**src/verilog/obj_consts.svh**
```systemverilog
/*
  sprite renderer constants
  screen geometry, table sizes and sprite entry field positions
*/
`ifndef OBJ_CONSTS_SVH
`define OBJ_CONSTS_SVH

`define OBJ_SCREEN_W   320   // visible pixels per line
`define OBJ_NUM_SPR    256   // sprite attribute entries
`define OBJ_NUM_PRI    16    // priority levels
`define OBJ_WRAP_LIMIT 384   // positions above this wrap negative
`define OBJ_SLICE_PX   8     // pixels per 32-bit graphics slice

// field positions inside the 16-bit entry words
`define OBJ_ACTIVE_BIT 15
`define OBJ_XFLIP_BIT  12
`define OBJ_POS_MSB    15
`define OBJ_POS_LSB    7

`endif
```
**src/verilog/obj_pkg.sv**
```systemverilog
/*
  sprite renderer types
  raw and decoded sprite entries, line buffer pixels, slices,
  queue indices and the control FSM states
*/
package obj_pkg;

    typedef logic [7:0] spr_idx_t;
    typedef logic [8:0] spr_cnt_t;  // 0 to 256 entries per level
    typedef logic [3:0] pri_t;
    typedef logic [31:0] obj_slice_t;  // pixel k in nibble k

    // word 0 holds flags, word 1 the tile code, words 2 and 3 x and y
    typedef struct packed {
        logic [15:0] w0;
        logic [15:0] w1;
        logic [15:0] w2;
        logic [15:0] w3;
    } obj_entry_t;

    typedef struct packed {
        logic signed [9:0] x;
        logic [6:0]        row;    // line within the sprite
        logic [3:0]        width;  // tiles minus one
        logic              xflip;
        logic [5:0]        pal;
        pri_t              pri;
        logic [14:0]       code;
    } obj_attr_t;

    typedef struct packed {
        logic [2:0] pri;
        logic [1:0] pad;
        logic [5:0] pal;
        logic [3:0] color;
    } obj_pixel_t;

    typedef enum logic [3:0] {
        S_IDLE, S_SCAN, S_CHK, S_PRI, S_LVL, S_IDX, S_ENT, S_ATTR, S_REQ, S_WAIT, S_DONE
    } ctrl_state_t;

endpackage

```
**src/verilog/obj_if.sv**
```systemverilog
/*
  sprite renderer interfaces
  obj_queue_if links the control FSM to the priority queue,
  obj_fetch_if links it to the graphics fetch and the slice drawer
*/


interface obj_fetch_if;
    logic                req;
    obj_pkg::obj_attr_t  attr;
    logic [3:0]          col;
    obj_pkg::obj_slice_t slice;
    logic                slice_valid;
    logic                draw_busy;

    modport ctrl (output req, attr, col, input slice_valid, draw_busy);
    modport fetch (input req, attr, col, draw_busy, output slice, slice_valid);
    modport draw (input slice, slice_valid, attr, col, output draw_busy);
endinterface

```
**src/verilog/obj_tile_fetch.sv**
```systemverilog
/*
  sprite graphics fetch
  Wishbone classic master reading one 32-bit slice per request,
  the slice is held until the drawer takes it
*/
`timescale 1ns/100ps

module obj_tile_fetch (
    input  logic                CLK96,
    input  logic                RESET96,
    obj_fetch_if.fetch          fetch,
    output logic                gfx_cyc_o,
    output logic                gfx_stb_o,
    output logic [14:0]         gfx_tile_o,
    output logic [15:0]         gfx_offs_o,
    input  obj_pkg::obj_slice_t gfx_dat_i,
    input  logic                gfx_ack_i
);
    logic [15:0] tile_rows;
    logic [15:0] offs;

    // whole tile rows above this line, then row within tile, then column
    assign tile_rows = 16'(fetch.attr.row[6:3]) * (16'(fetch.attr.width) + 16'd1);
    assign offs = (tile_rows << 5) + 16'({fetch.attr.row[2:0], 2'b00})
                + 16'({fetch.col, 5'b00000});

    always_ff @(posedge CLK96 or posedge RESET96) begin
        if (RESET96) begin
            gfx_cyc_o         <= 1'b0;
            gfx_stb_o         <= 1'b0;
            gfx_tile_o        <= '0;
            gfx_offs_o        <= '0;
            fetch.slice_valid <= 1'b0;
        end else begin
            if (fetch.slice_valid && !fetch.draw_busy) fetch.slice_valid <= 1'b0;
            if (gfx_cyc_o) begin
                if (gfx_ack_i) begin
                    gfx_cyc_o         <= 1'b0;
                    gfx_stb_o         <= 1'b0;
                    fetch.slice_valid <= 1'b1;
                end
            end else if (fetch.req) begin
                gfx_cyc_o  <= 1'b1;
                gfx_stb_o  <= 1'b1;
                gfx_tile_o <= fetch.attr.code;
                gfx_offs_o <= offs;
            end
        end
    end

    always_ff @(posedge CLK96) begin
        if (gfx_cyc_o && gfx_ack_i) fetch.slice <= gfx_dat_i;  // captured on ack
    end

    a_addr_stable: assert property (@(posedge CLK96) disable iff (RESET96)
        gfx_stb_o && !gfx_ack_i |=> gfx_stb_o && $stable(gfx_tile_o) && $stable(gfx_offs_o));

endmodule

```
**src/flat_wrapper.sv**
```systemverilog
// flat-port wrapper written by rule: the top's interface ports become plain ports
module obj_tile_fetch_flat 
  (CLK96, RESET96, gfx_cyc_o, gfx_stb_o, gfx_tile_o, gfx_offs_o, gfx_dat_i, gfx_ack_i, fetch_req, fetch_attr, fetch_col, fetch_draw_busy, fetch_slice, fetch_slice_valid);
  obj_fetch_if fetch_i ();
  input  logic CLK96;
  input  logic RESET96;
  output logic gfx_cyc_o;
  output logic gfx_stb_o;
  output logic [14:0] gfx_tile_o;
  output logic [15:0] gfx_offs_o;
  input  obj_pkg::obj_slice_t gfx_dat_i;
  input  logic gfx_ack_i;
  input wire logic [$bits(fetch_i.req)-1:0] fetch_req;
  input wire logic [$bits(fetch_i.attr)-1:0] fetch_attr;
  input wire logic [$bits(fetch_i.col)-1:0] fetch_col;
  input wire logic [$bits(fetch_i.draw_busy)-1:0] fetch_draw_busy;
  output wire logic [$bits(fetch_i.slice)-1:0] fetch_slice;
  output wire logic [$bits(fetch_i.slice_valid)-1:0] fetch_slice_valid;
  assign fetch_i.req = fetch_req;
  assign fetch_i.attr = fetch_attr;
  assign fetch_i.col = fetch_col;
  assign fetch_i.draw_busy = fetch_draw_busy;
  assign fetch_slice = fetch_i.slice;
  assign fetch_slice_valid = fetch_i.slice_valid;
  obj_tile_fetch u_core (.CLK96(CLK96), .RESET96(RESET96), .fetch(fetch_i), .gfx_cyc_o(gfx_cyc_o), .gfx_stb_o(gfx_stb_o), .gfx_tile_o(gfx_tile_o), .gfx_offs_o(gfx_offs_o), .gfx_dat_i(gfx_dat_i), .gfx_ack_i(gfx_ack_i));
endmodule
```
**config.mk**
```make
export PLATFORM = sky130hd
export DESIGN_NAME = obj_tile_fetch_flat
export DESIGN_NICKNAME = d
export VERILOG_FILES = /design/src/verilog/obj_consts.svh /design/src/verilog/obj_pkg.sv /design/src/verilog/obj_if.sv /design/src/verilog/obj_tile_fetch.sv /design/src/flat_wrapper.sv
export SDC_FILE = /design/constraint.sdc
export NUM_CORES = 1
export LEC_CHECK = 0
export BUFFER_PORTS_ARGS = -buffer_cell sky130_fd_sc_hd__buf_2
export CAP_MARGIN = 20
export CORE_MARGIN = 2
export CORE_UTILIZATION = 49
export DETAILED_ROUTE_END_ITERATION = 16
export PLACE_DENSITY_LB_ADDON = 0.08
export SLEW_MARGIN = 20
export SYNTH_ARGS = -nofsm -noshare
export SYNTH_HDL_FRONTEND = slang
export SYNTH_SLANG_ARGS = --single-unit
```
**constraint.sdc**
```tcl
create_clock -name CLK96 -period 5.04 [get_ports CLK96]
set_clock_uncertainty 0.15 [all_clocks]
set_input_delay 1.512 -clock CLK96 [delete_from_list [all_inputs] [get_ports CLK96]]
set_output_delay 1.512 -clock CLK96 [all_outputs]
set_load 0.005 [all_outputs]
```
==> metrics.md <==
| Metric | Value |
|---|---|
| Clk Latency, worst-skew pair | 0.33 ns |
| Ant diodes | 0 |
| Synth Cell Area | between 3000 and 4000 um^2 |
| Worst setup SP type | primary input |
| Leak pwr | between 0.0015 and 0.002 uW |
| CP max-delay cell | fa_1 |
| Die Footprint | about 6800 um^2 |
| Starting DRT DRC Count | between 60 and 70 |
| Synth area leader | edfxtp_1 |
| Via density | 4.68 |
| R2R Setup Slk | roughly 3.0 ns |
| Worst r2r dst | u_core.gfx_offs_o[5] |
| Fin crit share | a little over nine tenths |
| Total GRT Usage | 17.3% |
| Rows | 28 |
| HP Class | register to register |
| Initial Util | roughly half |
| Worst path depth | 14 |
| Die extent in y | about 83 um |
| Via count | between 2k and 2.5k |
| Share of the synthesized area in the top cell type | a little under a third |
| Port bufs | 130 |
| Fmax | roughly 0.21 GHz |
| Pin count of the biggest net entering global routing | 33 |
| Met3 WL post-DR | ~460 um |
| Vias in the first global route | ~2.0k |
| Top routing layer used | met4 |
| Global-route wire length before repair | 8720 um |
| Seq/Total Area, Yosys | 58.3% |
| CTS Buffer Depth | 2 |
| Clk root buf | clkbuf_8 |
| Final Wtd Congestion | about 0.72 |
| Unrepaired setup endpoints after global routing | false |
| Routed WL | ~5800 um |
| Critical Path Sink | u_core.gfx_offs_o[14] |
| Layout area overhead | 34.5% |
| ANT nets after route | 0 |
| Reg area | around 1800 um^2 |
| Dpl ws | -0.192 ns |
| Number of H-tree levels | 3 |
| Final HPWL DP | 4590 um |
| Met2 WL | roughly 3000 um |
| Drt wl/cell | roughly 13 um |
| Post-synth top cells | dfrtp_1, edfxtp_1, mux2_2 |
| Synth top area cells | edfxtp_1, dfrtp_1, ha_1 |
| Final Slew Violations | 0 |
| CTS sink count | between 60 and 70 |
| CP bufs+invs | 2 |
| WL met1 | roughly 2300 um |
| CTS Hold Bufs | 0 |
| Maximum VDD drop | around 0.34 mV |
| Slew HR | between 40% and 50% |
| Maxcap violations | 0 |
| Final #Nets | around 480 |
| Number of distinct library cells after synthesis | 37 |
| DRC | 0 |
| Fill cells | 487 |
| Layout cell share with drive strength beyond 1 | approximately half |
| Post-Syn Area per Cell | between 10 and 15 um^2 |
| Worst Max-Slew Pin Slew | ~0.80 ns |
| FF+latch count, synth | 64 |
| Status | complete, no violations |
| Min Clock Period, post-route | 4.77 ns |
| Footprint of the multi-input gates | ~1200 um^2 |
| Ys async rst share | between 50% and 60% |
| IO Count | 154 |
| Cells after Synth | 217 |
| Most frequent CP cell | fa_1 |
| Crit-path cells | buf_2 > ha_1 > xor2_2 > nand2_1 > fa_1 > fa_1 > inv_1 > fa_1 > ha_1 > o21ai_0 > nor2_1 > o2111ai_2 > o311ai_1 > o21a_1 |
| Ys Warns | 0 |
| Crit path launch | fetch_attr[26] |
| Core Area | 5960 um^2 |
| EDFF count, synth | 32 |
| Width of the die | 82.5 um |
| Crit path largest cell delay | around 0.54 ns |
| Pwr Total | between 1500 and 2000 uW |
| GR Overflow Total | 0 |
| Critical path arrival | just under 5 ns |
| Clock transition at path regs | ~0.070 ns |
| Setup Buffers After CTS | 0 |
| Setup CP Type | primary input to register |
| Worst EP required | 5.16 ns |
| Worst reg2reg path startpoint | u_core.gfx_cyc_o |
| TritonCTS clock tree | built |
| Setup crit end kind | register |
| Total CTS buffers | 9 |
| Ys flop type | edfxtp_1 |
| Reg2reg path depth | 3 |
| Delay-heaviest family, CP | adder cells |
| Critical-path maximum fanout | 4 |
| Drt pass-1 iters | 4 |
| Final Setup Violations | 0 |
| Antenna violations before repair | 0 |
| PD cells | around 400 nW/um^2 |
| Hold Vio Cnt, Final | 0 |
| Final Worst Setup Slack | 0.271 ns |
## sequential cells by signal, summed over array words and instances (netlist names)
| signal | count |
|---|---|
| u_core.fetch.slice | 32 |
| u_core.fetch.slice_valid | 1 |
| u_core.gfx_tile_o | 15 |
| u_core.gfx_stb_o | 1 |
| u_core.gfx_cyc_o | 1 |
| u_core.gfx_offs_o | 14 |
## metal layers
metal | track usage, % | vias up
met4 | 5.41 | 0
met5 | 0 | -
met3 | 6.41 | 9
met1 | 20.4 | 947
li1 | - | 1058
met2 | 29.5 | 75
## cells in the final DEF, fill, tap and decap left out, types with 3 or more instances in the layout
cell and instances:
buf_2 130, edfxtp_1 32, dfrtp_1 32, mux2_2 20
ha_1 17, buf_4 14, nor2_1 13, a21oi_1 11
inv_1 10, and2_1 9, clkbuf_8 9, nor2b_1 8
fa_1 7, xnor2_1 6, nand2_1 6, o21ai_0 5
nand3_1 3, xor2_1 3, xor2_2 3, nand2b_1 3
## stage by stage
stage          setup TNS [ns]  hold slack, ns  util (%)  cell area, um^2  instances
2_1_floorplan               0           0.316         -             3020        218
3_3_place_gp           -0.447           0.305      64.4             3830        430
3_5_place_dp           -0.499           0.334      64.4             3830        430
4_1_cts                     0           0.351      68.0             4050        446
5_1_grt                     0           0.363      68.2             4060        446
6_report                    0           0.338      68.2             4060        446
## logic make-up after synthesis
group	after synthesis	synth area share [%]
AOI/OAI and AO/OA	28	6.38
xor gates and xnor gates	12	3.98
adders and majority gates	25	12.1
buffers and inverters	17	2.65
DFF	64	58.3
muxes	20	7.46
other	1	0.124
and+or+nand+nor	50	8.99
## report_power, final
group / switching, uW / total, uW / internal (uW)
Sequential: 36.6 / 682 / 645
Combinational: 199 / 422 / 223
Clock: 198 / 477 / 279
Total: 434 / 1580 / 1150
## what timing repair did
item | in CTS | in global routing
setup endpoints to repair | 0 | 3
hold endpoints to repair | 0 | 0
resized for setup | 0 | 2
## cell type report
type / count / area share (%)
repair buffers: 144 / 18.6
multi-input cells: 137 / 29.4
clock inverters: 7 / 2.34
inverters: 10 / 0.924
clock buffers: 9 / 3.05
flip-flops and latches: 64 / 43.4
well taps: 75 / 2.31
## worst min-delay path by stage
stage / slack [ns] / endpoint / cells after the start / startpoint
floorplan: 0.32 / u_core.fetch.slice_valid / 2 / u_core.fetch.slice_valid
global placement: 0.31 / u_core.fetch.slice_valid / 2 / u_core.fetch.slice_valid
detailed placement: 0.33 / u_core.fetch.slice_valid / 2 / u_core.fetch.slice_valid
CTS: 0.35 / u_core.fetch.slice_valid / 2 / u_core.fetch.slice_valid
global route: 0.36 / u_core.gfx_tile_o[10] / 1 / u_core.gfx_tile_o[10]
finish: 0.34 / u_core.fetch.slice_valid / 2 / u_core.fetch.slice_valid
## tightest hold or removal path: cells and delay by family, from the launching register on
family / cells / cell delay, ns
flops: 1 / 0.35
simple gates: 2 / 0.11
(Power assumes the default switching activity.)
