<file path="config.mk">
export PLATFORM = sky130hd
export DESIGN_NAME = obj_ctrl_flat
export DESIGN_NICKNAME = d
export VERILOG_FILES = /design/src/verilog/obj_pkg.sv /design/src/verilog/obj_if.sv /design/src/verilog/obj_ctrl.sv /design/src/flat_wrapper.sv
export VERILOG_INCLUDE_DIRS = /design/src /design/src/verilog
export SDC_FILE = /design/constraint.sdc
export NUM_CORES = 1
export LEC_CHECK = 0
export BUFFER_PORTS_ARGS = -buffer_cell sky130_fd_sc_hd__buf_2
export CORE_MARGIN = 5
export CORE_UTILIZATION = 43
export CTS_BUF_LIST = sky130_fd_sc_hd__clkbuf_8
export DETAILED_ROUTE_END_ITERATION = 10
export PLACE_DENSITY = 0.78
export REMOVE_ABC_BUFFERS = 1
export SYNTH_ARGS = -nofsm -noshare
export SYNTH_HDL_FRONTEND = slang
export SYNTH_SLANG_ARGS = --single-unit
</file>
<file path="constraint.sdc">
create_clock -name CLK96 -period 3 [get_ports CLK96]
set_input_delay 0.6 -clock CLK96 [delete_from_list [all_inputs] [get_ports CLK96]]
set_output_delay 0.6 -clock CLK96 [all_outputs]
set_load 0.01 [all_outputs]
</file>
<file path="src/verilog/obj_consts.svh">
/*
  sprite renderer constants
  screen geometry, table sizes and sprite entry field positions
*/
`ifndef OBJ_CONSTS_SVH
`define OBJ_CONSTS_SVH

`define OBJ_SCREEN_W   320   // visible pixels per line
`define OBJ_NUM_SPR    256   // sprite attribute entries
`define OBJ_NUM_PRI    16    // priority levels
`define OBJ_WRAP_LIMIT 384   // positions above this wrap negative
`define OBJ_SLICE_PX   8     // pixels per 32-bit graphics slice

// field positions inside the 16-bit entry words
`define OBJ_ACTIVE_BIT 15
`define OBJ_XFLIP_BIT  12
`define OBJ_POS_MSB    15
`define OBJ_POS_LSB    7

`endif
</file>
<file path="src/verilog/obj_pkg.sv">
/*
  sprite renderer types
  raw and decoded sprite entries, line buffer pixels, slices,
  queue indices and the control FSM states
*/
package obj_pkg;

    typedef logic [7:0] spr_idx_t;
    typedef logic [8:0] spr_cnt_t;  // 0 to 256 entries per level
    typedef logic [3:0] pri_t;
    typedef logic [31:0] obj_slice_t;  // pixel k in nibble k

    // word 0 holds flags, word 1 the tile code, words 2 and 3 x and y
    typedef struct packed {
        logic [15:0] w0;
        logic [15:0] w1;
        logic [15:0] w2;
        logic [15:0] w3;
    } obj_entry_t;

    typedef struct packed {
        logic signed [9:0] x;
        logic [6:0]        row;    // line within the sprite
        logic [3:0]        width;  // tiles minus one
        logic              xflip;
        logic [5:0]        pal;
        pri_t              pri;
        logic [14:0]       code;
    } obj_attr_t;

    typedef struct packed {
        logic [2:0] pri;
        logic [1:0] pad;
        logic [5:0] pal;
        logic [3:0] color;
    } obj_pixel_t;

    typedef enum logic [3:0] {
        S_IDLE, S_SCAN, S_CHK, S_PRI, S_LVL, S_IDX, S_ENT, S_ATTR, S_REQ, S_WAIT, S_DONE
    } ctrl_state_t;

endpackage

</file>
<file path="src/verilog/obj_if.sv">
/*
  sprite renderer interfaces
  obj_queue_if links the control FSM to the priority queue,
  obj_fetch_if links it to the graphics fetch and the slice drawer
*/
`timescale 1ns/100ps

interface obj_queue_if;
    logic              clear;
    logic              push;
    obj_pkg::pri_t     push_pri;
    obj_pkg::spr_idx_t push_idx;
    logic              pri_take;  // marks next_pri as walked
    obj_pkg::pri_t     rd_pri;
    obj_pkg::spr_idx_t rd_pos;
    obj_pkg::spr_idx_t rd_idx;
    obj_pkg::spr_cnt_t rd_cnt;
    obj_pkg::pri_t     next_pri;
    logic              none_left;

    modport ctrl (output clear, push, push_pri, push_idx, pri_take, rd_pri, rd_pos,
                  input rd_idx, rd_cnt, next_pri, none_left);
    modport queue (input clear, push, push_pri, push_idx, pri_take, rd_pri, rd_pos,
                   output rd_idx, rd_cnt, next_pri, none_left);
endinterface

interface obj_fetch_if;
    logic                req;
    obj_pkg::obj_attr_t  attr;
    logic [3:0]          col;
    obj_pkg::obj_slice_t slice;
    logic                slice_valid;
    logic                draw_busy;

    modport ctrl (output req, attr, col, input slice_valid, draw_busy);
    modport fetch (input req, attr, col, draw_busy, output slice, slice_valid);
    modport draw (input slice, slice_valid, attr, col, output draw_busy);
endinterface

</file>
<file path="src/verilog/obj_ctrl.sv">
/*
  sprite renderer control FSM
  scans all entries for the line and queues the hits, then walks the
  priorities from low to high, re-reads each queued entry and requests
  one graphics slice per tile column
*/
`timescale 1ns/100ps
`include "obj_consts.svh"

module obj_ctrl (
    input  logic               CLK96,
    input  logic               RESET96,
    input  logic               line_start_i,
    output obj_pkg::spr_idx_t  spr_addr_o,
    input  logic               hit_i,
    input  obj_pkg::obj_attr_t attr_i,
    obj_queue_if.ctrl          queue,
    obj_fetch_if.ctrl          fetch,
    output logic               render_busy_o
);
    obj_pkg::ctrl_state_t state;
    obj_pkg::spr_idx_t    cur_idx;  // entry being addressed
    obj_pkg::spr_cnt_t    pos;      // position within current level
    obj_pkg::obj_attr_t   attr_q;
    logic [3:0]           col;
    logic                 take;

    assign take = fetch.slice_valid && !fetch.draw_busy;  // drawer accepts a slice

    assign spr_addr_o     = cur_idx;
    assign queue.clear    = (state == obj_pkg::S_IDLE) && line_start_i;
    assign queue.push     = (state == obj_pkg::S_CHK) && hit_i;
    assign queue.push_pri = attr_i.pri;
    assign queue.push_idx = cur_idx;
    assign queue.pri_take = (state == obj_pkg::S_PRI) && !queue.none_left;
    assign queue.rd_pos   = pos[7:0];

    assign fetch.req  = (state == obj_pkg::S_REQ);
    assign fetch.attr = attr_q;
    assign fetch.col  = col;

    always_ff @(posedge CLK96 or posedge RESET96) begin
        if (RESET96) begin
            state         <= obj_pkg::S_IDLE;
            render_busy_o <= 1'b0;
            cur_idx       <= '0;
            pos           <= '0;
            col           <= '0;
            queue.rd_pri  <= '0;
        end else begin
            case (state)
                obj_pkg::S_IDLE: if (line_start_i) begin
                    render_busy_o <= 1'b1;
                    cur_idx       <= '0;
                    state         <= obj_pkg::S_SCAN;
                end
                obj_pkg::S_SCAN: state <= obj_pkg::S_CHK;  // entry data arrives
                obj_pkg::S_CHK: begin
                    if (cur_idx == 8'(`OBJ_NUM_SPR - 1)) begin
                        state <= obj_pkg::S_PRI;
                    end else begin
                        cur_idx <= cur_idx + 1'b1;
                        state   <= obj_pkg::S_SCAN;
                    end
                end
                obj_pkg::S_PRI: begin
                    if (queue.none_left) begin
                        state <= obj_pkg::S_DONE;
                    end else begin
                        queue.rd_pri <= queue.next_pri;
                        pos          <= '0;
                        state        <= obj_pkg::S_LVL;
                    end
                end
                obj_pkg::S_LVL: state <= (pos == queue.rd_cnt) ? obj_pkg::S_PRI : obj_pkg::S_IDX;
                obj_pkg::S_IDX: begin
                    cur_idx <= queue.rd_idx;  // re-read the queued entry
                    state   <= obj_pkg::S_ENT;
                end
                obj_pkg::S_ENT: state <= obj_pkg::S_ATTR;
                obj_pkg::S_ATTR: begin
                    col   <= '0;
                    state <= obj_pkg::S_REQ;
                end
                obj_pkg::S_REQ: state <= obj_pkg::S_WAIT;
                obj_pkg::S_WAIT: if (take) begin
                    if (col == attr_q.width) begin
                        pos   <= pos + 1'b1;
                        state <= obj_pkg::S_LVL;
                    end else begin
                        col   <= col + 1'b1;  // next fetch overlaps this draw
                        state <= obj_pkg::S_REQ;
                    end
                end
                obj_pkg::S_DONE: if (!fetch.draw_busy) begin
                    render_busy_o <= 1'b0;
                    state         <= obj_pkg::S_IDLE;
                end
                default: state <= obj_pkg::S_IDLE;
            endcase
        end
    end

    always_ff @(posedge CLK96) begin
        if (state == obj_pkg::S_ATTR) attr_q <= attr_i;
    end

    // a requested slice stays covered by busy until the drawer accepts it
    a_busy_fetch: assert property (@(posedge CLK96) disable iff (RESET96)
        fetch.req |-> render_busy_o until_with (fetch.slice_valid && !fetch.draw_busy));

endmodule

</file>
<file path="src/flat_wrapper.sv">
// flat-port wrapper written by rule: the top's interface ports become plain ports
module obj_ctrl_flat 
  (CLK96, RESET96, line_start_i, spr_addr_o, hit_i, attr_i, render_busy_o, queue_clear, queue_push, queue_push_pri, queue_push_idx, queue_pri_take, queue_rd_pri, queue_rd_pos, queue_rd_idx, queue_rd_cnt, queue_next_pri, queue_none_left, fetch_req, fetch_attr, fetch_col, fetch_slice_valid, fetch_draw_busy);
  obj_queue_if queue_i ();
  obj_fetch_if fetch_i ();
  input  logic CLK96;
  input  logic RESET96;
  input  logic line_start_i;
  output obj_pkg::spr_idx_t spr_addr_o;
  input  logic hit_i;
  input  obj_pkg::obj_attr_t attr_i;
  output logic render_busy_o;
  output wire logic [$bits(queue_i.clear)-1:0] queue_clear;
  output wire logic [$bits(queue_i.push)-1:0] queue_push;
  output wire logic [$bits(queue_i.push_pri)-1:0] queue_push_pri;
  output wire logic [$bits(queue_i.push_idx)-1:0] queue_push_idx;
  output wire logic [$bits(queue_i.pri_take)-1:0] queue_pri_take;
  output wire logic [$bits(queue_i.rd_pri)-1:0] queue_rd_pri;
  output wire logic [$bits(queue_i.rd_pos)-1:0] queue_rd_pos;
  input wire logic [$bits(queue_i.rd_idx)-1:0] queue_rd_idx;
  input wire logic [$bits(queue_i.rd_cnt)-1:0] queue_rd_cnt;
  input wire logic [$bits(queue_i.next_pri)-1:0] queue_next_pri;
  input wire logic [$bits(queue_i.none_left)-1:0] queue_none_left;
  output wire logic [$bits(fetch_i.req)-1:0] fetch_req;
  output wire logic [$bits(fetch_i.attr)-1:0] fetch_attr;
  output wire logic [$bits(fetch_i.col)-1:0] fetch_col;
  input wire logic [$bits(fetch_i.slice_valid)-1:0] fetch_slice_valid;
  input wire logic [$bits(fetch_i.draw_busy)-1:0] fetch_draw_busy;
  assign queue_clear = queue_i.clear;
  assign queue_push = queue_i.push;
  assign queue_push_pri = queue_i.push_pri;
  assign queue_push_idx = queue_i.push_idx;
  assign queue_pri_take = queue_i.pri_take;
  assign queue_rd_pri = queue_i.rd_pri;
  assign queue_rd_pos = queue_i.rd_pos;
  assign queue_i.rd_idx = queue_rd_idx;
  assign queue_i.rd_cnt = queue_rd_cnt;
  assign queue_i.next_pri = queue_next_pri;
  assign queue_i.none_left = queue_none_left;
  assign fetch_req = fetch_i.req;
  assign fetch_attr = fetch_i.attr;
  assign fetch_col = fetch_i.col;
  assign fetch_i.slice_valid = fetch_slice_valid;
  assign fetch_i.draw_busy = fetch_draw_busy;
  obj_ctrl u_core (.CLK96(CLK96), .RESET96(RESET96), .line_start_i(line_start_i), .spr_addr_o(spr_addr_o), .hit_i(hit_i), .attr_i(attr_i), .queue(queue_i), .fetch(fetch_i), .render_busy_o(render_busy_o));
endmodule
</file>
==> flow_summary.ini <==
[clocking]
clock_path_buffers = 2
cts_tree = done
clock-root-buffer = clkbuf_8
cts_setup_buffers = 0
cts_sinks = 77
clkTransAtPathRegs_ns = 0.08
worstSkewPairLatency_ns = 0.34
cts_buffers = 9
h-tree-depth = 3
hold_buffers = 0
post_cts_resized = 0

[timing]
setup_viol = 0
finalHoldViolations = 0
rsz0062_at_grt = false
min_period_ns = 2.62
tightest_slew_ns = 0.537
min_period_over_period_pct = 87.2
fin_worst_skew_ns = 0.00803
finalMaxSlewViolations = 0
slew_headroom_pct = 64.1
tns_ns = 0
clock.fmax_mhz = 382

[power]
p_leak_nw = 2.02
power.density_mw_per_mm2 = 725
irDropWorstVdd_mv = 0.463

[yosys]
netlist_top_cells_area = edfxtp_1 41%, dfrtp_1 22%, buf_4 4.4%
synthCells = 272
syn_avg_cell_area_um2 = 12.5
synth_cell_types = 48
netlist_top_cells_count = 47 x edfxtp_1, 30 x dfrtp_1, 23 x nand2_1, 23 x nor2_1, 20 x buf_4
ys.flop_type = edfxtp_1
synth_edf_count = 47
yosysMostFrequentCell = edfxtp_1
yosysSeqAreaShare_pct = 63.5
yosysTopAreaCell = edfxtp_1
netlist_area_mm2 = 0.00340
yosys.area.top_type_share_pct = 41.5
ys_warn_count = 0
synth_async_sr_flop_share_pct = 39.0
ys_ff_latch = 77

[floorplanning]
rows = 32
num_io_pins = 163
die_y_um = 99.0
design.core.area_mm2 = 0.00773
start_util_pct = 44.1
die_x_um = 99.0
die_area_mm2 = 0.00980

[critical_path]
critPathMaxFanout = 14
crit_type = flop to output port
cp.arrival_ns = 2.02
slowest_delay_ns = 0.57
endpoint_kind = output port
path_cells = nor2b_1 -> nor3b_1 -> and2_1 -> buf_2
cp.required_ns = 2.40
slowest_stage = dfrtp_1
start_kind = flop
r2r_cells = 5

[drt]
wl_per_cell_um = 15.6
drt-initial-drc-count = 107
via_per_inst = 5.04
dr.pass1.iters = 4
vias = 2673
antenna_left = 0
drt_wl_total_um = 8290
route.detailed.drc = 0

[finish]
syn2layout_area_growth_pct = 30.9
final_core_util_pct = 57.7
layout-drive-gt1-share_pct = 45.1
fill_cells = 649
fin_nets = 501
n_antenna_cell = 0

[grt]
use_met1_pct = 18.9
track_usage_pct = 17.2
overflow = 0
grt_max_degree = 31
grt_pass1_wl_um = 13300
grtUsageMet3_pct = 8.78
grt_use_met2_pct = 28.6
antenna_found_initial = 0
grt-busiest-layer = met2
grt_pass1_vias = 2788

[run_status]
status = finished clean

[place]
gp_congestion = 0.747
io_buffers = 162
post-dp-hpwl_um = 6310

[min_path]
hold_path.class = input pin to async pin

[flow_run]
cap_violations = 0
## registers in the layout, indices dropped and copies added (netlist names)
register               flops
u_core.fetch.attr         47
u_core.pos                 9
u_core.queue.push_idx      8
u_core.fetch.col           4
u_core.queue.rd_pri        4
u_core.state               4
u_core.render_busy_o       1
## where the power goes
group | switching (mW) | leakage, nW | total [mW] | internal, mW
Sequential | 0.212 | 0.821 | 1.49 | 1.28
Clock | 0.370 | 0.122 | 0.920 | 0.550
Combinational | 0.448 | 1.07 | 0.820 | 0.371
## per-layer routing
| layer | up-vias | share of wire [%] |
|---|---|---|
| li1 | 1274 | - |
| met2 | 118 | 50 |
| met4 | 0 | 1.7 |
| met1 | 1269 | 38 |
| met3 | 12 | 11 |
| met5 | - | 0 |
## layout by cell type, fill, tap and decap left out, types with 2 or more instances in the layout
| cell type | n |
|---|---|
| clkinv_4 | 2 |
| edfxtp_1 | 47 |
| nor3_1 | 8 |
| xor2_1 | 10 |
| o31ai_1 | 2 |
| o21ai_0 | 10 |
| a31oi_1 | 3 |
| dfrtp_1 | 30 |
| nor2_1 | 22 |
| inv_1 | 5 |
| nand2b_1 | 3 |
| a22oi_1 | 3 |
| nor2b_1 | 4 |
| bufinv_16 | 3 |
| buf_2 | 162 |
| and2_1 | 2 |
| nand4_1 | 2 |
| buf_4 | 5 |
| nor4_1 | 6 |
| nand2_1 | 23 |
| clkbuf_8 | 9 |
| a21oi_1 | 4 |
| o311ai_1 | 2 |
| ha_1 | 3 |
| and4_1 | 2 |
| mux2_2 | 4 |
| xnor2_1 | 13 |
| nand3_1 | 11 |
| o21ai_1 | 4 |
| nor3b_1 | 2 |
## cell type report
cell class | count | area, µm² | share of cell area [%]
sequential | 77 | 2160 | 48.5
inverter | 4 | 15.0 | 0.337
tap | 102 | 128 | 2.86
multi-input combinational | 164 | 1060 | 23.9
clock buffer | 9 | 124 | 2.78
clock inverter | 7 | 115 | 2.58
timing repair buffer | 167 | 848 | 19.0
## logic make-up after synthesis
| kind of cell | synth area share (%) |
|---|---|
| AOI/OAI and AO/OA | 7.24 |
| muxes | 1.32 |
| buffers and inverters | 5.73 |
| adders and majority gates | 1.10 |
| DFF | 63.5 |
| and+or+nand+nor | 15.2 |
| xor gates and xnor gates | 5.92 |
## metrics by stage
step	worst slack, ns	total power [mW]	std cells	hold WS, ns	cell area, µm²
after floorplan	-0.361	1.95	245	0.529	3220
after global placement	0.820	2.30	514	0.486	4220
after detailed placement	0.750	2.34	514	0.495	4220
after CTS	0.358	3.27	530	0.334	4460
after global routing	0.215	3.44	530	0.368	4460
final	0.383	3.23	530	0.334	4460
## critical path, delay by kind of cell, from the launching register on
kind | cells | cell delay, ns
simple gates | 3 | 0.99
flops | 1 | 0.57
buf+inv | 1 | 0.12
## worst paths after layout
path	start	endpoint	slack, ns
max in group asynchronous	RESET96	u_core.queue.rd_pri[3]$_DFFE_PP0P_	2.35
max	u_core.state[1]$_DFFE_PP0P_	queue_push	0.38
min in group CLK96	attr_i[38]	u_core.fetch.attr[38]$_DFFE_PP_	0.43
max reg2reg	u_core.state[3]$_DFFE_PP0P_	u_core.queue.push_idx[3]$_DFFE_PP0P_	0.87
min reg2reg	u_core.queue.rd_pri[1]$_DFFE_PP0P_	u_core.queue.rd_pri[1]$_DFFE_PP0P_	0.51
min	RESET96	u_core.pos[8]$_DFFE_PP0P_	0.33
Note: power is estimated with default switching activity, not from simulation.
