`config.mk`:
```
export PLATFORM = sky130hd
export DESIGN_NAME = obj_line_select
export DESIGN_NICKNAME = d
export VERILOG_FILES = /design/src/verilog/obj_pkg.sv /design/src/verilog/obj_line_select.sv
export VERILOG_INCLUDE_DIRS = /design/src /design/src/verilog
export SDC_FILE = /design/constraint.sdc
export NUM_CORES = 1
export LEC_CHECK = 0
export ABC_AREA = 1
export BUFFER_PORTS_ARGS = -buffer_cell sky130_fd_sc_hd__buf_4
export CAP_MARGIN = 20
export CORE_ASPECT_RATIO = 2
export CORE_MARGIN = 3
export CORE_UTILIZATION = 40
export DETAILED_ROUTE_END_ITERATION = 8
export PLACE_DENSITY = 0.74
export SYNTH_ARGS = -nofsm -noshare
export SYNTH_HDL_FRONTEND = slang
export SYNTH_SLANG_ARGS = --single-unit
```
`constraint.sdc`:
```
create_clock -name vclk -period 4.4
set_input_delay 0.66 -clock vclk [all_inputs]
set_output_delay 0.66 -clock vclk [all_outputs]
set_load 0.05 [all_outputs]
```
`src/verilog/obj_consts.svh`:
```
/*
  sprite renderer constants
  screen geometry, table sizes and sprite entry field positions
*/
`ifndef OBJ_CONSTS_SVH
`define OBJ_CONSTS_SVH

`define OBJ_SCREEN_W   320   // visible pixels per line
`define OBJ_NUM_SPR    256   // sprite attribute entries
`define OBJ_NUM_PRI    16    // priority levels
`define OBJ_WRAP_LIMIT 384   // positions above this wrap negative
`define OBJ_SLICE_PX   8     // pixels per 32-bit graphics slice

// field positions inside the 16-bit entry words
`define OBJ_ACTIVE_BIT 15
`define OBJ_XFLIP_BIT  12
`define OBJ_POS_MSB    15
`define OBJ_POS_LSB    7

`endif
```
`src/verilog/obj_pkg.sv`:
```
/*
  sprite renderer types
  raw and decoded sprite entries, line buffer pixels, slices,
  queue indices and the control FSM states
*/
package obj_pkg;

    typedef logic [7:0] spr_idx_t;
    typedef logic [8:0] spr_cnt_t;  // 0 to 256 entries per level
    typedef logic [3:0] pri_t;
    typedef logic [31:0] obj_slice_t;  // pixel k in nibble k

    // word 0 holds flags, word 1 the tile code, words 2 and 3 x and y
    typedef struct packed {
        logic [15:0] w0;
        logic [15:0] w1;
        logic [15:0] w2;
        logic [15:0] w3;
    } obj_entry_t;

    typedef struct packed {
        logic signed [9:0] x;
        logic [6:0]        row;    // line within the sprite
        logic [3:0]        width;  // tiles minus one
        logic              xflip;
        logic [5:0]        pal;
        pri_t              pri;
        logic [14:0]       code;
    } obj_attr_t;

    typedef struct packed {
        logic [2:0] pri;
        logic [1:0] pad;
        logic [5:0] pal;
        logic [3:0] color;
    } obj_pixel_t;

    typedef enum logic [3:0] {
        S_IDLE, S_SCAN, S_CHK, S_PRI, S_LVL, S_IDX, S_ENT, S_ATTR, S_REQ, S_WAIT, S_DONE
    } ctrl_state_t;

endpackage

```
`src/verilog/obj_line_select.sv`:
```
/*
  sprite line select
  decodes one sprite entry, applies scroll and wrap, and tells whether
  the sprite crosses the line being rendered
*/
`timescale 1ns/100ps
`include "obj_consts.svh"

module obj_line_select (
    input  obj_pkg::obj_entry_t entry_i,
    input  logic [8:0]          vrender_i,
    input  logic [8:0]          scroll_x_i,
    input  logic [8:0]          scroll_y_i,
    output logic                hit_o,
    output obj_pkg::obj_attr_t  attr_o
);
    logic [8:0]         xpos_mod;
    logic [8:0]         ypos_mod;
    logic signed [10:0] xpos;
    logic signed [10:0] ypos;
    logic signed [10:0] vpos;
    logic signed [10:0] ybottom;
    logic signed [10:0] row;

    function automatic logic signed [10:0] wrap_pos(input logic [8:0] p);
        if (p > `OBJ_WRAP_LIMIT) return $signed({2'b00, p}) - 11'sd512;
        return $signed({2'b00, p});
    endfunction

    assign xpos_mod = entry_i.w2[`OBJ_POS_MSB:`OBJ_POS_LSB] + scroll_x_i;  // mod 512
    assign ypos_mod = entry_i.w3[`OBJ_POS_MSB:`OBJ_POS_LSB] + scroll_y_i;
    assign xpos     = wrap_pos(xpos_mod);
    assign ypos     = wrap_pos(ypos_mod);
    assign vpos     = $signed({2'b00, vrender_i});
    assign ybottom  = ypos + $signed({3'b000, {1'b0, entry_i.w3[3:0]} + 5'd1, 3'b000});
    assign row      = vpos - ypos;

    assign hit_o = entry_i.w0[`OBJ_ACTIVE_BIT] && (ypos <= vpos) && (vpos < ybottom);

    assign attr_o.x     = xpos[9:0];
    assign attr_o.row   = row[6:0];
    assign attr_o.width = entry_i.w2[3:0];
    assign attr_o.xflip = entry_i.w0[`OBJ_XFLIP_BIT];
    assign attr_o.pal   = entry_i.w0[7:2];
    assign attr_o.pri   = entry_i.w0[11:8];
    assign attr_o.code  = entry_i.w1[14:0];

endmodule

```
==> results.txt, run 1 <==
The critical path contains buffers and inverters numbering 4 combined. The run gives 4 as the length of the first detailed-routing pass in iterations. The cell repeated most along the worst path is sky130_fd_sc_hd__nand2_1. Cells fill 55.28% of the core in the end. The logs give 485 for the filler cell count and 546 for the final net count. After synthesis, the largest family of logic cells by area is simple AND/OR/NAND/NOR gates. STA classifies the critical path endpoint as a primary output. The worst endpoint data arrival time is 3.56 ns, and the met1 usage in global routing is 13.42%.

For this run the aggregate overflow at the end of global routing stands at 0. For this run, the top clock speed supported by timing is 237.2 MHz. Share of total power in sequential cells: 0%.

Measured along the x axis, the die boundary spans 57.14 um. In this run, the number of DRC markers left after iteration 0 of detailed routing was 43. The number of different library cells used by synthesis comes to 25.

The remaining design rule violation count was 0. Summing the sequential cell areas from Yosys gives 0% of the chip area. For this design the top-level I/O count stands at 139. Summing all flip-flop and latch instances after layout gives 0 sq um. The kind of launch point of the worst setup path was an input port. The cell at the slowest stage of the critical path is sky130_fd_sc_hd__fa_2. Setup repair after global routing could not meet its margin everywhere. The total of buffers placed on input and output ports came out at 68.

The post-synthesis compound-gate area fraction is 5.682%, and the pin count of the biggest net entering global routing is 8. Following the worst setup path forward leads to its endpoint at hit_o. The number of placement rows came out at 36. At the pin with the least slew margin, the transition time is 0.3104 ns.

The initial antenna violation count is 0, and the routed via count divided by cell count is 4.864. The run finished with clean final reports. The synthesized netlist devotes 8.313% of its cell area to XOR and XNOR gates.

The cell-internal power came out at 293.0 uW. The worst pin sits at a relative slew slack of 79.09%. Routability-driven placement finished with a final weighted congestion of 0.8630. The logs give 0 for the number of hold violations in the final report and 8335 um for the first-pass GRT wire length. The post-route netlist has 32.27% of its cells at a drive strength greater than 1. The critical path depth in cells was 25; the clock share of power was 0%.

The biggest fanout along the worst timing path was 3. On the critical path the largest part of the delay comes from adder cells. The area growth from synthesis to layout works out to 30.92%. For the number of max-slew violations in the final report, the log shows 0. The tools report the area of the core region as 4955 sq um. The share of the clock period used by the worst path after layout came out at 95.81%. For the worst setup path, the data required time is 3.74 ns. Routed via count: 2,252. In the finished layout, the clock tree contains a buffer count of 0. Synthesis handed over a netlist of 346 instances.

Global routing consumed, on the met2 layer, 37.15% of the routing resources. Summed over all nets, the half-perimeter wirelength after detailed placement is 4654 um. The worst stage delay on the critical path was 0.37 ns.

The launching element of the worst setup path was entry_i[7]. Across the run, the number of max-cap violations was 0. Of the total power, the share spent switching nets is 60.15%. The type of the worst setup path was in -> out. Setup violations remaining at the end of the flow were counted as 0. The synthesized netlist devotes 31.64% of its cell area to simple gates. The Yosys warning count is 0, and the final wirelength is 5234 um. The analysis attributes to net switching a power of 442.2 uW. The run gives 0 as the number of routed nets with antenna violations. For this design the static power due to leakage is 0.001658 uW. The die covers 6186 sq um. The worst hold path belongs to the class in -> out.

The number of global-route vias before repair is 2,178. The area share of fa/ha/maj cells after synthesis was 29.55%; the post-detailed-route wirelength per cell was 11.30 um. The met3 routing resource usage after global routing is 1.912%, and the synthesized netlist net count is 484.

In this run the power density over the cells is 268.4 nW/um^2. For this run, the total global-route usage over all layers was measured as 16.08%. The synthesized netlist occupies a cell area of 2092 sq um.

The design has 0 sequential cells. The effective utilization at floorplan came out at 42.22%. The run gives 0.0002254 V as the worst vdd rail ir drop.

The multiplexer area fraction after synthesis was 0%. The final critical delay including setup and external delays is 4.216 ns, and the number of diodes is 0. A synthesized cell averages 6.046 sq um. The worst hold margin is 1.320 ns, and the die outline height is 108.3 um. The tools report the share of total power in combinational logic as 100.0%.

After global routing, the most crowded layer is met2.
stage by stage:
step / TNS [ns] / area, sq um / power (uW) / cells / setup WS, ns
after floorplan: 0 / 2092 / 546.3 / 346 / 0.04219
after global placement: -0.04509 / 2579 / 671.7 / 458 / -0.04509
after detailed placement: -0.1265 / 2579 / 685.0 / 458 / -0.1265
after CTS: 0 / 2641 / 711.9 / 463 / 0.02481
after global routing: -0.02134 / 2739 / 806.1 / 463 / -0.02134
final: 0 / 2739 / 735.2 / 463 / 0.1844
Yosys cell counts:
library cell                n  area, sq um
sky130_fd_sc_hd__nor2_2     4        25.02
sky130_fd_sc_hd__nand2_1   82        307.8
sky130_fd_sc_hd__nand2_2    9        56.30
sky130_fd_sc_hd__buf_4     30        225.2
sky130_fd_sc_hd__xor2_1    15        131.4
sky130_fd_sc_hd__a31oi_1    1        6.260
sky130_fd_sc_hd__nand3_1   22        110.1
sky130_fd_sc_hd__nand3_2    1        10.01
sky130_fd_sc_hd__o21ai_1    1        5.000
sky130_fd_sc_hd__o21bai_1   1        7.510
sky130_fd_sc_hd__ha_1      43        538.0
sky130_fd_sc_hd__o21ai_0    3        15.01
sky130_fd_sc_hd__nand4_1    7        43.79
sky130_fd_sc_hd__inv_2      3        11.26
sky130_fd_sc_hd__nor3_1     3        15.01
sky130_fd_sc_hd__nor2_1    22        82.58
sky130_fd_sc_hd__fa_1       4        80.08
sky130_fd_sc_hd__inv_1     74        277.8
sky130_fd_sc_hd__buf_2      1        5.000
sky130_fd_sc_hd__xor2_2     1        16.27
sky130_fd_sc_hd__a21oi_1   12        60.06
sky130_fd_sc_hd__xnor2_1    3        26.28
sky130_fd_sc_hd__a21oi_2    2        17.52
sky130_fd_sc_hd__a21boi_1   1        7.510
sky130_fd_sc_hd__nand3b_2   1        11.26
cells in the final DEF (no fill, tap or decap), types with 3 or more instances in the layout:
master,instances
sky130_fd_sc_hd__a21oi_1,9
sky130_fd_sc_hd__a21oi_2,5
sky130_fd_sc_hd__buf_4,90
sky130_fd_sc_hd__ha_1,37
sky130_fd_sc_hd__ha_4,6
sky130_fd_sc_hd__inv_1,73
sky130_fd_sc_hd__inv_2,4
sky130_fd_sc_hd__nand2_1,80
sky130_fd_sc_hd__nand2_2,11
sky130_fd_sc_hd__nand3_1,21
sky130_fd_sc_hd__nand4_1,7
sky130_fd_sc_hd__nor2_1,21
sky130_fd_sc_hd__nor2_2,5
sky130_fd_sc_hd__nor3_1,3
sky130_fd_sc_hd__o21ai_0,3
sky130_fd_sc_hd__xor2_1,15
power by group through the flow:
stage               clock network, uW  registers [uW]  logic, uW
global route                        0               0        806
floorplan                           0               0        546
global placement                    0               0        672
finish                              0               0        735
CTS                                 0               0        712
detailed placement                  0               0        685
worst min path at each step:
| stage | startpoint | to | slack, ns | cells after the start |
|---|---|---|---|---|
| finish | entry_i[32] | attr_o[0] | 1.32 | 0 |
| global route | entry_i[59] | attr_o[18] | 1.32 | 0 |
| CTS | entry_i[45] | attr_o[13] | 1.32 | 0 |
| detailed placement | entry_i[45] | attr_o[13] | 1.32 | 0 |
| global placement | entry_i[45] | attr_o[13] | 1.32 | 0 |
| floorplan | entry_i[63] | hit_o | 1.49 | 2 |
timing repair:
item	4_1_cts	5_1_grt
pin swaps	4	8
hold buffers	0	0
gates resized for setup	6	15
endpoints found under the setup margin	1	1
gates cloned	0	0
buffers inserted	5	0
logic make-up after synthesis:
logic type                 Yosys count
xor gates and xnor gates            19
AOI/OAI and AO/OA                   21
buffers and inverters              108
and+or+nand+nor                    151
adders and majority gates           47
area by class of cell:
cell class	instances	area (sq um)	share of cell area, %
multi-input cells	238	1692	61.76
repair buffers	91	686.9	25.08
inverters	77	289.0	10.55
well taps	57	71.32	2.604
routing by layer:
metal  part of all wire [%]  routed length, um
met5                      0                  0
met4                    1.7                 91
met3                    5.8                304
met2                     61               3188
met1                     32               1650
Power figures use the tool's default switching activity.
==> run 2, diff against run 1 <==
- CORE_ASPECT_RATIO: 2 -> 1.1
- CORE_UTILIZATION: 40 -> 45
- PLACE_DENSITY: 0.74 -> 0.82
==> run 2 against run 1 <==
  * First-iteration DRC count up 9.3%
  * Critical path depth shrank 1
  * Power rose by 0.28%
  * Maximum frequency grew 0.33%
  * Critical path type unchanged
  * Via count is 2.9% lower
  * Die area is 11% lower
  * Highest routed layer unchanged
  * Global-route usage fell by 0.11 points
  * Sequential cell count unchanged
==> results.txt, run 2 (synthesized netlist as in run 1, its figures left out) <==
The flow ran to the end, and the final reports show no timing, DRC or antenna violations. The die outline height came out at 77.51 um (-28%). The tools report the worst endpoint data arrival time as 3.54 ns (-0.02 ns). For the area of the core region, the log shows 4379 sq um (-12%). Traced cell by cell, the critical path runs through buf_4 > ha_4 > nand2_4 > nor2_2 > nand2_2 > nand3_2 > nand2_1 > nand2_2 > inv_2 > ha_4 > a21oi_2 > nand2_2 > a21oi_2 > nor2_1 > nor2_2 > xor2_1 > ha_1 > a21oi_2 > a21boi_2 > nor2_1 > nor2_2 > nor2_1 > nor2_2 > buf_6. The tools report the maximum clock frequency as 238.0 MHz (+0.33%).

The final total power is 737.2 uW (+0.28%). The met1 usage in global routing is 17.86% (+4.4 points). Number of diodes: 0 (unchanged).

The number of standard cells in the layout, taps in and fillers out is 454 (-1.9%), and the area growth from synthesis to layout is 32.00%. The final HPWL from detailed placement was 4192 um (-9.9%). The top-level I/O count came out at 139 (unchanged).

Final net count: 540 (-1.1%). The top cell types in the final layout, fill and taps aside, are sky130_fd_sc_hd__buf_4 (84), sky130_fd_sc_hd__nand2_1 (75), sky130_fd_sc_hd__inv_1 (72), sky130_fd_sc_hd__ha_1 (33), sky130_fd_sc_hd__nor2_1 (20). Number of placement rows: 25 (-31%).

In this run the worst hold path is classified as in -> out. The overflow left after global routing was 0 (unchanged). Met3 routing resource usage after global routing: 1.684% (-0.23 points). The run gives 0 sq um (unchanged) as the register area. For the multi-input logic area, the log shows 1763 sq um (+4.2%).

In this design, the critical path's most frequently occurring cell is sky130_fd_sc_hd__nor2_2. The data required time of the worst path came out at 3.74 ns (about the same). The logs give 47.77% (+5.5 points) for the effective utilization at floorplan and 0 (unchanged) for the initial antenna violation count.

The final total negative setup slack was 0 ns (unchanged); the final wirelength was 4939 um (-5.6%). The total power density per cell area is 267.0 nW/um^2 (-0.54%). The post-detailed-route wirelength per cell was 10.88 um (-3.8%). The total of buffers placed on input and output ports works out to 68 (unchanged). The slowest stage of the critical path belongs to the cell sky130_fd_sc_hd__ha_4. The final estimated routing congestion in global placement came out at 0.8077 (-6.4%).

The number of violations reported at the end of detailed-routing iteration 0 was 47 (+9.3%). The run gives 0.0001567 V (-30%) as the worst vdd rail ir drop. The final critical delay including setup and external delays is 4.202 ns (-0.01406 ns), and the slew at the pin with the worst max-slew slack is 0.2627 ns (-0.04769 ns). The first-pass GRT wire length is 7762 um (-6.9%), and the fraction of layout instances using a drive strength above 1 is 34.50% (+2.2 points). The worst setup path is captured at a primary output.

The tools report the pin count of the biggest net entering global routing as 8 (unchanged). The share of the clock period used by the worst path after layout is 95.49% (-0.32 points), and the global-route met2 utilization is 32.00% (-5.1 points). For the filler cell count, the log shows 393 (-19%). Kind of launch point of the worst setup path: an input port. Setup repair after global routing could not meet its margin everywhere. The run gives 0 (unchanged) as the number of violations of the max-capacitance limit. The logs give 5504 sq um (-11%) for the overall die area and 0 (unchanged) for the number of hold violations in the final report. The length of the first detailed-routing pass in iterations came out at 4 (unchanged).

The leading cell type in the layout, fill and taps excluded is sky130_fd_sc_hd__buf_4. The biggest fanout along the worst timing path is 4 (+1). Number of cells in the design after placement: 454 (-0.87%). The run gives 0 (unchanged) as the number of routed nets with antenna violations.

Type of the worst setup path: in -> out. The leakage dissipation is 0.001637 uW (-1.3%), and the cell area after placement is 2567 sq um (-0.44%). The buffers plus inverters on the worst setup path was 3 (-1). The remaining design rule violation count is 0 (unchanged). Total of endpoints with negative setup slack in the final report: 0 (unchanged). The run gives 0 (unchanged) as the clock buffer count. The tools report the number of global-route vias before repair as 2,050 (-5.9%).

For the count of flip-flops and latches, the log shows 0 (unchanged). The routed via count was 2,186 (-2.9%). Routed via count divided by cell count: 4.815 (-1.0%). For the worst slew margin relative to its limit, the log shows 82.43% (+3.3 points). For the post-cts hold buffer count, the log shows 0 (unchanged).

The layer flagged by global routing as most heavily used is met2. Worst stage delay on the critical path: 0.29 ns (-0.08 ns). The x dimension of the die is 71.01 um (+24%), and the number of max-slew violations in the final report is 0 (unchanged). The kind of cell with the highest combined delay along the critical path is simple AND/OR/NAND/NOR gates. The worst hold margin is 1.320 ns (unchanged). The global-route total usage across every layer came out at 15.97% (-0.11 points). The run gives 2761 sq um (+0.82%) as the area of all placed cells without fillers.
## run 2: area by class of cell
| class | count | share of cell area, % |
|---|---|---|
| well taps | 54 | 2.447 |
| repair buffers | 85 | 23.24 |
| inverters | 77 | 10.47 |
| multi-input cells | 238 | 63.84 |
## run 2: layer usage
| metal | share of wire [%] | vias up |
|---|---|---|
| li1 | - | 1144 |
| met1 | 39 | 974 |
| met2 | 53 | 62 |
| met3 | 6.4 | 6 |
| met4 | 1.1 | 0 |
| met5 | 0 | - |
## run 2: per-stage QoR
step	setup slack [ns]	util [%]
CTS	0.005467	59.14
global placement	-0.04048	58.63
floorplan	0.04219	-
detailed placement	-0.09267	58.63
global route	-0.04942	63.06
finish	0.1985	63.06
## run 2: repair_timing
| action | 4_1_cts | 5_1_grt |
|---|---|---|
| setup endpoints to repair | 1 | 1 |
| buffers inserted | 0 | 0 |
| gates resized for setup | 5 | 31 |
| pin swaps | 1 | 20 |
## run 2: final timing paths
| kind | endpoint | depth (start not counted) | from | slack, ns |
|---|---|---|---|---|
| max | hit_o | 24 | scroll_y_i[4] | 0.20 |
| min | attr_o[17] | 0 | entry_i[58] | 1.32 |
## run 2: power by group
part | total (uW) | switching, uW | internal (uW)
Sequential | 0 | 0 | 0
Combinational | 737 | 448 | 289
Clock | 0 | 0 | 0
